==> config.mk <==
export PLATFORM = sky130hd
export DESIGN_NAME = sram_ctrl_top
export DESIGN_NICKNAME = d
export VERILOG_FILES = /design/src/logic/mem_op_pkg.sv /design/src/logic/sram_bus_pkg.sv /design/src/logic/mem_access_if.sv /design/src/logic/mem_req_decode.sv /design/src/logic/ext_sram_fsm.sv /design/src/logic/store_lane_gen.sv /design/src/logic/load_align.sv /design/src/logic/sram_ctrl_top.sv
export VERILOG_INCLUDE_DIRS = /design/src /design/src/logic
export SDC_FILE = /design/constraint.sdc
export NUM_CORES = 1
export LEC_CHECK = 0
export ABC_AREA = 1
export BUFFER_PORTS_ARGS = -buffer_cell sky130_fd_sc_hd__buf_4
export CELL_PAD_IN_SITES_DETAIL_PLACEMENT = 1
export CELL_PAD_IN_SITES_GLOBAL_PLACEMENT = 2
export CORE_ASPECT_RATIO = 0.75
export CORE_MARGIN = 2
export CORE_UTILIZATION = 13
export DETAILED_ROUTE_END_ITERATION = 10
export PLACE_DENSITY = 0.95
export REMOVE_ABC_BUFFERS = 1
export SLEW_MARGIN = 20
export SYNTH_ARGS = -nofsm -noshare
export SYNTH_HDL_FRONTEND = slang
export SYNTH_SLANG_ARGS = --single-unit
==> constraint.sdc <==
create_clock -name clk -period 3.35 [get_ports clk]
set_input_delay 0.5025 -clock clk [delete_from_list [all_inputs] [get_ports clk]]
set_output_delay 0.5025 -clock clk [all_outputs]
set_load 0.05 [all_outputs]
==> src/logic/sram_params.svh <==
`ifndef SRAM_PARAMS_SVH
`define SRAM_PARAMS_SVH

// word address width of both SRAM chips
`define SRAM_ADDR_W 20

`define WORD_W 32 // data word width
`define BE_W 4 // byte lanes per word

// virtual address width seen by the execute stage
`define CPU_ADDR_W 32

// upper 24 address bits of the memory-mapped I/O page at 0xBFD003xx
`define IO_PAGE 24'hBFD003

`endif

==> src/logic/mem_op_pkg.sv <==
`include "sram_params.svh"

package mem_op_pkg;

	// memory operation carried down the pipeline
	typedef enum logic [3:0] {
		NOP = 4'd0,
		LB  = 4'd1,
		LBU = 4'd2,
		LH  = 4'd3,
		LHU = 4'd4,
		LW  = 4'd5,
		SB  = 4'd6,
		SH  = 4'd7,
		SW  = 4'd8
	} mem_op_t;

	// byte offset inside a word
	typedef logic [$clog2(`BE_W)-1:0] byte_sel_t;

	typedef logic [`WORD_W-1:0] word_t; // one data word

endpackage

==> src/logic/sram_bus_pkg.sv <==
`include "sram_params.svh"

package sram_bus_pkg;

	typedef logic [`SRAM_ADDR_W-1:0] sram_addr_t; // word address on the SRAM pins
	typedef logic [`CPU_ADDR_W-1:0] cpu_addr_t; // address from the execute stage

	// one bit per byte lane, low means the lane is written
	typedef logic [`BE_W-1:0] be_n_t;

	// extension SRAM sequencing states
	typedef enum logic [1:0] {
		IDLE           = 2'd0,
		READ_EXT       = 2'd1,
		WRITE_EXT      = 2'd2,
		WRITE_EXT_HOLD = 2'd3
	} ctrl_state_t;

endpackage

==> src/logic/mem_access_if.sv <==
`timescale 1ns/1ns

// MEM-stage access as seen by the blocks that act on it
interface mem_access_if;

	mem_op_pkg::mem_op_t op;
	mem_op_pkg::byte_sel_t byte_sel; // offset of the access inside the word
	mem_op_pkg::word_t store_data;
	sram_bus_pkg::sram_addr_t data_addr;

	// the sequencer needs the address and whether a load or store is underway
	modport fsm (
		input op,
		input data_addr
	);

	modport store (
		input op,
		input byte_sel,
		input store_data
	);

	modport load (
		input op,
		input byte_sel
	);

endinterface

==> src/logic/mem_req_decode.sv <==
`timescale 1ns/1ns
`include "sram_params.svh"

module mem_req_decode (
	input  mem_op_pkg::mem_op_t ex_op_i,
	input  sram_bus_pkg::cpu_addr_t ex_addr_i,
	input  logic ex_tlb_miss_i,
	output logic ext_rd_o,
	output logic ext_wr_o
);

	logic is_store;
	logic misaligned;
	logic io_page;
	logic legal; // request may reach the extension SRAM

	// words need both low bits clear, halfwords only bit 0
	always_comb begin
		unique case (ex_op_i)
			mem_op_pkg::LW, mem_op_pkg::SW: misaligned = (ex_addr_i[1:0] != 2'b00);
			mem_op_pkg::LH, mem_op_pkg::LHU, mem_op_pkg::SH: misaligned = ex_addr_i[0];
			default: misaligned = 1'b0;
		endcase
	end

	assign is_store = (ex_op_i == mem_op_pkg::SB) || (ex_op_i == mem_op_pkg::SH) ||
		(ex_op_i == mem_op_pkg::SW);

	// the I/O page is served elsewhere and must never touch the SRAM
	assign io_page = (ex_addr_i[`CPU_ADDR_W-1:8] == `IO_PAGE);

	assign legal = (ex_op_i != mem_op_pkg::NOP) && !misaligned && !ex_tlb_miss_i && !io_page;

	assign ext_wr_o = legal && is_store;
	assign ext_rd_o = legal && !is_store; // every surviving non-store is a load

endmodule

==> src/logic/ext_sram_fsm.sv <==
`timescale 1ns/1ns

module ext_sram_fsm (
	input  logic clk,
	input  logic rst,
	input  logic ext_rd_i,
	input  logic ext_wr_i,
	mem_access_if.fsm acc,
	output sram_bus_pkg::sram_addr_t ext_addr_o,
	output logic ext_we_n_o,
	output logic ext_ce_n_o,
	output logic ext_oe_n_o,
	output logic write_phase_o,
	output logic read_phase_o,
	output logic pause_o
);

	sram_bus_pkg::ctrl_state_t state;
	sram_bus_pkg::ctrl_state_t state_nxt;
	logic op_is_store;
	logic op_is_load;

	always_ff @(posedge clk) begin
		if (rst) begin
			state <= sram_bus_pkg::IDLE;
		end else begin
			state <= state_nxt;
		end
	end

	// a new request is taken in every state except the write strobe,
	// where the pause holds the execute stage still
	always_comb begin
		state_nxt = sram_bus_pkg::IDLE;
		unique case (state)
			sram_bus_pkg::WRITE_EXT: state_nxt = sram_bus_pkg::WRITE_EXT_HOLD;
			default: begin
				if (ext_rd_i) begin
					state_nxt = sram_bus_pkg::READ_EXT; // reads win over writes
				end else if (ext_wr_i) begin
					state_nxt = sram_bus_pkg::WRITE_EXT;
				end
			end
		endcase
	end

	// chip controls are decoded straight from the state
	always_comb begin
		ext_we_n_o = 1'b1;
		ext_ce_n_o = 1'b1;
		ext_oe_n_o = 1'b1;
		pause_o = 1'b0;
		unique case (state)
			sram_bus_pkg::READ_EXT: begin
				ext_ce_n_o = 1'b0;
				ext_oe_n_o = 1'b0;
			end
			sram_bus_pkg::WRITE_EXT: begin
				ext_we_n_o = 1'b0; // strobe cycle
				ext_ce_n_o = 1'b0;
				pause_o = 1'b1;
			end
			sram_bus_pkg::WRITE_EXT_HOLD: begin
				ext_ce_n_o = 1'b0; // data and enables held one more cycle after we_n rises
			end
			default: begin
			end
		endcase
	end

	assign op_is_store = (acc.op == mem_op_pkg::SB) || (acc.op == mem_op_pkg::SH) ||
		(acc.op == mem_op_pkg::SW);
	assign op_is_load = (acc.op != mem_op_pkg::NOP) && !op_is_store;

	// the phase levels also require the MEM-stage op to match the state
	assign write_phase_o = ((state == sram_bus_pkg::WRITE_EXT) ||
		(state == sram_bus_pkg::WRITE_EXT_HOLD)) && op_is_store;
	assign read_phase_o = (state == sram_bus_pkg::READ_EXT) && op_is_load;

	assign ext_addr_o = (state == sram_bus_pkg::IDLE) ? '0 : acc.data_addr;

endmodule

==> src/logic/store_lane_gen.sv <==
`timescale 1ns/1ns

module store_lane_gen (
	mem_access_if.store acc,
	input  logic write_phase_i,
	output sram_bus_pkg::be_n_t ext_be_n_o,
	output mem_op_pkg::word_t ext_data_o,
	output logic ext_data_oe_o
);

	sram_bus_pkg::be_n_t lane_en; // active-high lanes touched by the store

	// narrow stores are copied to every lane so the enabled one sees the right bits
	always_comb begin
		unique case (acc.op)
			mem_op_pkg::SW: ext_data_o = acc.store_data;
			mem_op_pkg::SH: ext_data_o = {2{acc.store_data[15:0]}};
			mem_op_pkg::SB: ext_data_o = {4{acc.store_data[7:0]}};
			default: ext_data_o = '0;
		endcase
	end

	always_comb begin
		lane_en = '0;
		unique case (acc.op)
			mem_op_pkg::SW: lane_en = '1;
			mem_op_pkg::SH: begin
				if (acc.byte_sel == 2'd0) begin
					lane_en = 4'b0011;
				end else if (acc.byte_sel == 2'd2) begin
					lane_en = 4'b1100;
				end // odd offsets write nothing
			end
			mem_op_pkg::SB: lane_en = 4'b0001 << acc.byte_sel;
			default: begin
			end
		endcase
	end

	assign ext_be_n_o = write_phase_i ? ~lane_en : '1;
	assign ext_data_oe_o = write_phase_i; // the bus is only driven while writing

endmodule

==> src/logic/load_align.sv <==
`timescale 1ns/1ns

module load_align (
	mem_access_if.load acc,
	input  logic read_phase_i,
	input  mem_op_pkg::word_t ext_data_i,
	output mem_op_pkg::word_t load_data_o
);

	logic [7:0] sel_byte;
	logic [15:0] sel_half;
	mem_op_pkg::word_t aligned;

	assign sel_byte = ext_data_i[acc.byte_sel*8 +: 8];

	// offset 0 takes the low half and any other offset the high half
	assign sel_half = (acc.byte_sel == 2'd0) ? ext_data_i[15:0] : ext_data_i[31:16];

	always_comb begin
		unique case (acc.op)
			mem_op_pkg::LB: begin
				aligned = {{24{sel_byte[7]}}, sel_byte};
			end
			mem_op_pkg::LBU: begin
				aligned = {24'b0, sel_byte};
			end
			mem_op_pkg::LH: begin
				aligned = {{16{sel_half[15]}}, sel_half};
			end
			mem_op_pkg::LHU: begin
				aligned = {16'b0, sel_half};
			end
			default: begin
				aligned = ext_data_i; // LW passes the word unchanged
			end
		endcase
	end

	// zero whenever no read is underway so stale bus values never leak out
	assign load_data_o = read_phase_i ? aligned : '0;

endmodule

==> src/logic/sram_ctrl_top.sv <==
`timescale 1ns/1ns

module sram_ctrl_top (
	input  logic clk,
	input  logic rst,
	input  sram_bus_pkg::sram_addr_t inst_addr_i,
	input  sram_bus_pkg::sram_addr_t data_addr_i,
	input  mem_op_pkg::word_t store_data_i,
	input  mem_op_pkg::mem_op_t ram_op_i,
	input  mem_op_pkg::byte_sel_t byte_sel_i,
	input  mem_op_pkg::mem_op_t ex_op_i,
	input  sram_bus_pkg::cpu_addr_t ex_addr_i,
	input  logic ex_tlb_miss_i,
	input  mem_op_pkg::word_t base_data_i,
	input  mem_op_pkg::word_t ext_data_i,
	output mem_op_pkg::word_t load_inst_o,
	output mem_op_pkg::word_t load_data_o,
	output sram_bus_pkg::sram_addr_t base_addr_o,
	output logic base_we_n_o,
	output logic base_ce_n_o,
	output logic base_oe_n_o,
	output sram_bus_pkg::be_n_t base_be_n_o,
	output sram_bus_pkg::sram_addr_t ext_addr_o,
	output logic ext_we_n_o,
	output logic ext_ce_n_o,
	output logic ext_oe_n_o,
	output sram_bus_pkg::be_n_t ext_be_n_o,
	output mem_op_pkg::word_t ext_data_o,
	output logic ext_data_oe_o,
	output logic pause_o
);

	logic ext_rd;
	logic ext_wr;
	logic write_phase;
	logic read_phase;

	mem_access_if acc ();

	assign acc.op = ram_op_i;
	assign acc.byte_sel = byte_sel_i;
	assign acc.store_data = store_data_i;
	assign acc.data_addr = data_addr_i;

	// the base SRAM only serves instruction fetch and stays in read mode
	assign base_addr_o = inst_addr_i;
	assign load_inst_o = base_data_i;
	assign base_we_n_o = 1'b1;
	assign base_ce_n_o = 1'b0;
	assign base_oe_n_o = 1'b0;
	assign base_be_n_o = '0;

	mem_req_decode u_decode (
		.ex_op_i       (ex_op_i),
		.ex_addr_i     (ex_addr_i),
		.ex_tlb_miss_i (ex_tlb_miss_i),
		.ext_rd_o      (ext_rd),
		.ext_wr_o      (ext_wr)
	);

	ext_sram_fsm u_fsm (
		.clk           (clk),
		.rst           (rst),
		.ext_rd_i      (ext_rd),
		.ext_wr_i      (ext_wr),
		.acc           (acc.fsm),
		.ext_addr_o    (ext_addr_o),
		.ext_we_n_o    (ext_we_n_o),
		.ext_ce_n_o    (ext_ce_n_o),
		.ext_oe_n_o    (ext_oe_n_o),
		.write_phase_o (write_phase),
		.read_phase_o  (read_phase),
		.pause_o       (pause_o)
	);

	store_lane_gen u_store (
		.acc           (acc.store),
		.write_phase_i (write_phase),
		.ext_be_n_o    (ext_be_n_o),
		.ext_data_o    (ext_data_o),
		.ext_data_oe_o (ext_data_oe_o)
	);

	load_align u_load (
		.acc          (acc.load),
		.read_phase_i (read_phase),
		.ext_data_i   (ext_data_i),
		.load_data_o  (load_data_o)
	);

endmodule

==> results of run 1 <==
==> worst max-delay path, delay by kind of cell <==
family                 cells  cell delay [ns]
buffers and inverters      3             0.48
AO/OA/AOI/OAI              1             0.13
AND/OR/NAND/NOR            6             1.24
==> final timing paths <==
kind	startpoint	end	slack, ns	depth (start not counted)
max	ram_op_i[1]	load_data_o[17]	0.48	10
min	rst	u_fsm.state[1]$_SDFF_PP0_	0.45	2
max reg2reg	u_fsm.state[1]$_SDFF_PP0_	u_fsm.state[0]$_SDFF_PP0_	2.49	4
min reg2reg	u_fsm.state[0]$_SDFF_PP0_	u_fsm.state[1]$_SDFF_PP0_	0.65	3
==> kinds of logic (layout without fill, tap and decap cells) <==
family | count (synthesis) | in the layout
buffers and inverters | 165 | 323
other | 2 | 9
and+or+nand+nor | 260 | 260
AOI/OAI and AO/OA | 70 | 70
DFF | 2 | 2
==> Yosys cell counts (3+ instances only) <==
cell type	number
o22ai_1	8
o211ai_1	4
buf_2	7
nand2_1	108
nand4_1	7
nor3_1	3
nand3_1	17
buf_4	59
a21oi_1	17
inv_1	85
a21boi_0	4
o21ai_0	30
nor2_4	13
o21a_1	3
nor2_1	102
nand2_2	3
clkbuf_1	3
inv_2	5
==> final cells by class <==
class,count,area share [%]
clock buffers,3,1.842
well taps,247,7.581
inverters,93,8.594
diodes,2,0.1228
multi-input cells,337,39.07
flip-flops and latches,2,0.9822
repair buffers,227,41.80
==> through the flow <==
stage / worst slack, ns / util (%) / hold slack (ns)
3_3_place_gp: 0.5601 / 21.47 / 0.6445
2_1_floorplan: 0.05965 / - / 0.5716
5_1_grt: 0.2453 / 21.88 / 0.4550
3_5_place_dp: 0.4572 / 21.47 / 0.6437
6_report: 0.4788 / 21.90 / 0.4452
4_1_cts: 0.4457 / 21.87 / 0.4418
==> cell usage in the layout (no fill, tap or decap), types with 2 or more instances in the layout <==
cell type,count
a21boi_0,4
a21oi_1,17
buf_4,227
clkbuf_16,3
clkinv_1,2
conb_1,7
dfxtp_1,2
diode_2,2
inv_1,85
inv_2,5
nand2_1,108
nand2_2,3
nand2_4,2
nand3_1,17
nand4_1,7
nor2_1,102
nor2_4,13
nor3_1,3
o211ai_1,4
o21a_1,3
o21ai_0,30
o21ai_1,2
o22ai_1,8
==> routing by layer <==
metal	vias to the layer above	routed length [um]	GRT usage, %
li1	1781	-	-
met3	12	3499	14.42
met4	4	190	3.180
met1	1662	6555	17.44
met2	235	7460	25.16
met5	-	227	9.343
==> where the power goes <==
group | internal [W] | switching, W
sequential | 0.0000255 | 0.00000111
clock | 0.000152 | 0.0000278
combinational | 0.000229 | 0.000434
==> impl_metrics.env, run 1 <==
export IMPL_overflow=0
export IMPL_post_cts_buffers=0
export IMPL_final_setup_viol_count=0
export IMPL_max_freq_ghz=0.3483
export IMPL_fin_worst_skew_ns=0.0001363
export IMPL_fillers=2433
export IMPL_root_buffer="clkbuf_16"
export IMPL_cts_tree="done"
export IMPL_regMostFlops="u_fsm.state"
export IMPL_ctsResizeCount=0
export IMPL_drt_initial_drc_count=207
export IMPL_grt_total_usage_pct=16.81
export IMPL_gp_congestion=0.8754
export IMPL_status="finished, final reports clean"
export IMPL_ys_warn_count=0
export IMPL_wirelength_um=17930
export IMPL_vias=3694
export IMPL_critPathLaunchType="primary input"
export IMPL_dieArea_mm2=0.02028
export IMPL_worstPathCellList="buf_4, nor2_1, nand3_1, nand2_1, nor2_1, o21ai_1, inv_2, nand2_4, nor2_1, buf_4"
export IMPL_htreeDepth=1
export IMPL_synthArstFlopShare_pct=0
export IMPL_synth_mux_area_share_pct=0
export IMPL_fin_crit_sh_pct=85.71
export IMPL_slew_headroom_pct=56.21
export IMPL_cts_sinks=2
export IMPL_crit_fanout=16
export IMPL_slowest_stage="nand2_4"
export IMPL_endpoint_kind="primary output"
export IMPL_yosys_area_share_simple_pct=47.11
export IMPL_dr_pass1_iters=4
export IMPL_cp_data_arrival_time_ns=2.37
export IMPL_antenna_found_initial=1
export IMPL_rsz0062_at_grt="false"
export IMPL_ir_worst_vdd_uv=114.8
export IMPL_synth_top_area_share_pct=17.80
export IMPL_finalSetupTns_ns=0
export IMPL_clk_path_buf_depth=2
export IMPL_crit_top_cell="nor2_1"
export IMPL_synth_avg_cell_area_um2=4.987
export IMPL_synth_compound_area_share_pct=15.84
export IMPL_ys_seq_elements=2
export IMPL_critPathRequiredTime_ns=2.85
export IMPL_top_regs="u_fsm.state: 2 flops"
export IMPL_numCtsBuffers=3
export IMPL_grt_pass1_vias=3743
export IMPL_syn_area_mm2=0.002489
export IMPL_drc_errors=0
export IMPL_die_h_um=123.8
export IMPL_grt_max_degree=25
export IMPL_synthAdderAreaFrac_pct=0
export IMPL_vias_per_cell=4.055
export IMPL_clk_pin_slew_worst_paths_ns=0.03
export IMPL_fp_coreArea_mm2=0.01862
export IMPL_worstSetupPathType="in2out"
export IMPL_timing_final_hold_violations=0
export IMPL_cts_hold_buf=0
export IMPL_fp_dieW_um=163.8
export IMPL_drtAntennaViolNets=0
export IMPL_slew_violations=0
export IMPL_netlist_instances=499
export IMPL_ys_seq_area_share_pct=1.609
export IMPL_rows=43
export IMPL_fin_area_mm2=0.004076
export IMPL_regArea_um2=40.04
export IMPL_largest_register_ffs=2
export IMPL_p_leak_nw=2.341
export IMPL_routedWlPerCell_um=19.69
export IMPL_multi_input_area_mm2=0.001593
export IMPL_yosysTopAreaCell="buf_4"
export IMPL_dpl_cell_count=906
export IMPL_power_density_mw_per_mm2=213.3
export IMPL_synth_xor_area_share_pct=0
export IMPL_synth_area_top_cells="buf_4 (18%), nand2_1 (16%), nor2_1 (15%)"
export IMPL_min_path_type="in2reg"
export IMPL_dpl_instance_area_mm2=0.003996
export IMPL_worst_pin_slew_ns=0.6544
export IMPL_initial_core_util_pct=13.37
export IMPL_fin_total_pwr_w=0.0008695
export IMPL_clock_latency_ns=0.22
export IMPL_nets=845
export IMPL_pin_count=333
export IMPL_drive_gt1_share_pct=39.27
export IMPL_final_cell_count_no_fill=911
export IMPL_areaGrowthSynthToFinish_pct=63.80
export IMPL_dp_hpwl_um=15660
export IMPL_synth_top_family_by_area="simple AND/OR/NAND/NOR gates"
export IMPL_synth_flop_cell="dfxtp_1"
export IMPL_synth_edff_count=0
export IMPL_period_minus_slack_ns=2.871
export IMPL_slowest_delay_ns=0.34
export IMPL_grt_pass1_wl_um=24440
export IMPL_drv_cap=0
export IMPL_synth_cell_types=34
export IMPL_port_buffers=215
Note: power is estimated with default switching activity, not from simulation.
==> inputs of run 2 (changes only) <==
Settings changed: CORE_UTILIZATION 13 to 12, PLACE_DENSITY 0.95 to 0.9.
Clock period 3.35 ns to 3.07 ns, I/O delays scaled along.
==> impl_metrics.env, run 2 (synthesis results as in run 1) <==
export IMPL_status="finished, final reports clean"
export IMPL_fp_dieW_um=170.3
export IMPL_fin_ws_ns=0.4263
export IMPL_gp_congestion=0.8380
export IMPL_vias_per_cell=3.992
export IMPL_grt_pass1_wl_um=23650
export IMPL_rows=45
export IMPL_fin_worst_skew_ns=0.001057
export IMPL_slowest_stage="nor2_1"
export IMPL_pin_count=333
export IMPL_cts_tree="done"
export IMPL_cp_data_arrival_time_ns=2.18
export IMPL_grt_max_degree=23
export IMPL_root_buffer="clkbuf_16"
export IMPL_fin_area_mm2=0.004088
export IMPL_numCtsBuffers=3
export IMPL_worstSetupPathType="in2out"
export IMPL_final_common_cell="buf_4"
export IMPL_largest_register_ffs=2
export IMPL_dr_pass1_iters=4
export IMPL_path_depth=9
export IMPL_worst_pin_slew_ns=0.7558
export IMPL_critPathRequiredTime_ns=2.61
export IMPL_slew_headroom_pct=49.28
export IMPL_final_setup_viol_count=0
export IMPL_crit_top_cell="buf_4"
export IMPL_slew_violations=0
export IMPL_drive_gt1_share_pct=39.09
export IMPL_die_h_um=128.7
export IMPL_whs_ns=0.4091
export IMPL_p_leak_nw=2.330
export IMPL_top_regs="u_fsm.state: 2 flops"
export IMPL_max_freq_ghz=0.3783
export IMPL_hold_depth=2
export IMPL_path_buf_inv=4
export IMPL_cpLargestDelayFamily="simple AND/OR/NAND/NOR gates"
export IMPL_fin_util_pct=20.17
export IMPL_final_cell_count_no_fill=925
export IMPL_clk_path_buf_depth=2
export IMPL_vias=3693
export IMPL_drc_errors=0
export IMPL_cts_sinks=2
export IMPL_grt_pass1_vias=3602
export IMPL_clock_latency_ns=0.22
export IMPL_htreeDepth=1
export IMPL_min_path_type="in2reg"
export IMPL_fin_crit_sh_pct=86.11
export IMPL_antenna_found_initial=7
export IMPL_crit_fanout=9
export IMPL_fillers=2617
export IMPL_drv_cap=0
export IMPL_timing_final_hold_violations=0
export IMPL_regMostFlops="u_fsm.state"
export IMPL_dieArea_mm2=0.02192
export IMPL_period_minus_slack_ns=2.644
export IMPL_dp_hpwl_um=15060
export IMPL_areaGrowthSynthToFinish_pct=64.25
export IMPL_grt_total_usage_pct=15.08
export IMPL_mostFrequentLayoutCells="buf_4 (225), nand2_1 (108), nor2_1 (102)"
export IMPL_dpl_instance_area_mm2=0.003995
export IMPL_post_cts_buffers=0
export IMPL_dpl_cell_count=915
export IMPL_clk_pin_slew_worst_paths_ns=0.03
export IMPL_initial_core_util_pct=12.28
export IMPL_worstPathCellList="buf_4, nor2_2, nand2_1, nand2_1, clkinv_1, buf_4, nor2_1, o21ai_0, buf_4"
export IMPL_overflow=0
export IMPL_critPathLaunchType="primary input"
export IMPL_routedWlPerCell_um=19.03
export IMPL_slowest_delay_ns=0.32
export IMPL_drt_initial_drc_count=153
export IMPL_rr_worst_depth=4
export IMPL_endpoint_kind="primary output"
export IMPL_cts_hold_buf=0
export IMPL_rsz0062_at_grt="false"
export IMPL_power_density_mw_per_mm2=231.0
export IMPL_port_buffers=215
export IMPL_fp_coreArea_mm2=0.02027
export IMPL_ir_worst_vdd_uv=125.1
export IMPL_ctsResizeCount=0
export IMPL_drtAntennaViolNets=0
export IMPL_pre_cts_ws_ns=0.4000
export IMPL_nets=843
export IMPL_wirelength_um=17600
[run 2: cell types whose count changed in the layout (fill, tap and decap cells not counted)]
| cell | before | now |
|---|---|---|
| diode_2 | 2 | 7 |
| buf_4 | 227 | 225 |
[run 2: path summary, 6_finish.rpt]
| path | from | end | slack (ns) |
|---|---|---|---|
| setup / recovery | ram_op_i[3] | ext_be_n_o[0] | 0.43 |
| hold / removal | rst | u_fsm.state[0]$_SDFF_PP0_ | 0.41 |
| setup reg to reg | u_fsm.state[1]$_SDFF_PP0_ | u_fsm.state[1]$_SDFF_PP0_ | 2.22 |
| hold reg to reg | u_fsm.state[0]$_SDFF_PP0_ | u_fsm.state[0]$_SDFF_PP0_ | 0.65 |
[run 2: final cells by class]
cell class / instances / area, um^2 / share of cell area, %
Antenna cell: 7 / 17.52 / 0.4285
Multi-Input combinational cell: 337 / 1593 / 38.97
Timing Repair Buffer: 225 / 1689 / 41.32
Sequential cell: 2 / 40.04 / 0.9795
Clock buffer: 3 / 75.07 / 1.837
Inverter: 93 / 350.3 / 8.571
Tap cell: 258 / 322.8 / 7.897
[run 2: routing by layer]
layer	GRT usage (%)	share of wire (%)	up-vias
met5	8.261	1.5	-
met4	4.776	2.1	6
met3	11.26	16	22
met2	20.13	39	234
met1	17.84	41	1648
li1	-	-	1783
[run 2: power by group]
group	switching (W)	internal (W)
clock	0.0000299	0.000166
sequential	0.00000117	0.0000278
combinational	0.000470	0.000249
total	0.000502	0.000443
[run 2: per-stage QoR]
stage / setup TNS [ns] / total power (W)
2_1_floorplan: -0.4091 / 0.0004464
6_report: 0 / 0.0009443
3_3_place_gp: 0 / 0.0007473
4_1_cts: 0 / 0.0009564
5_1_grt: 0 / 0.001005
3_5_place_dp: 0 / 0.0007553
[run 2: worst reg2reg max path, cell delays in order (launching register included)]
cell	delay [ns]
dfxtp_1	0.31
inv_1	0.08
nor2_1	0.15
inv_1	0.10
a21oi_1	0.14
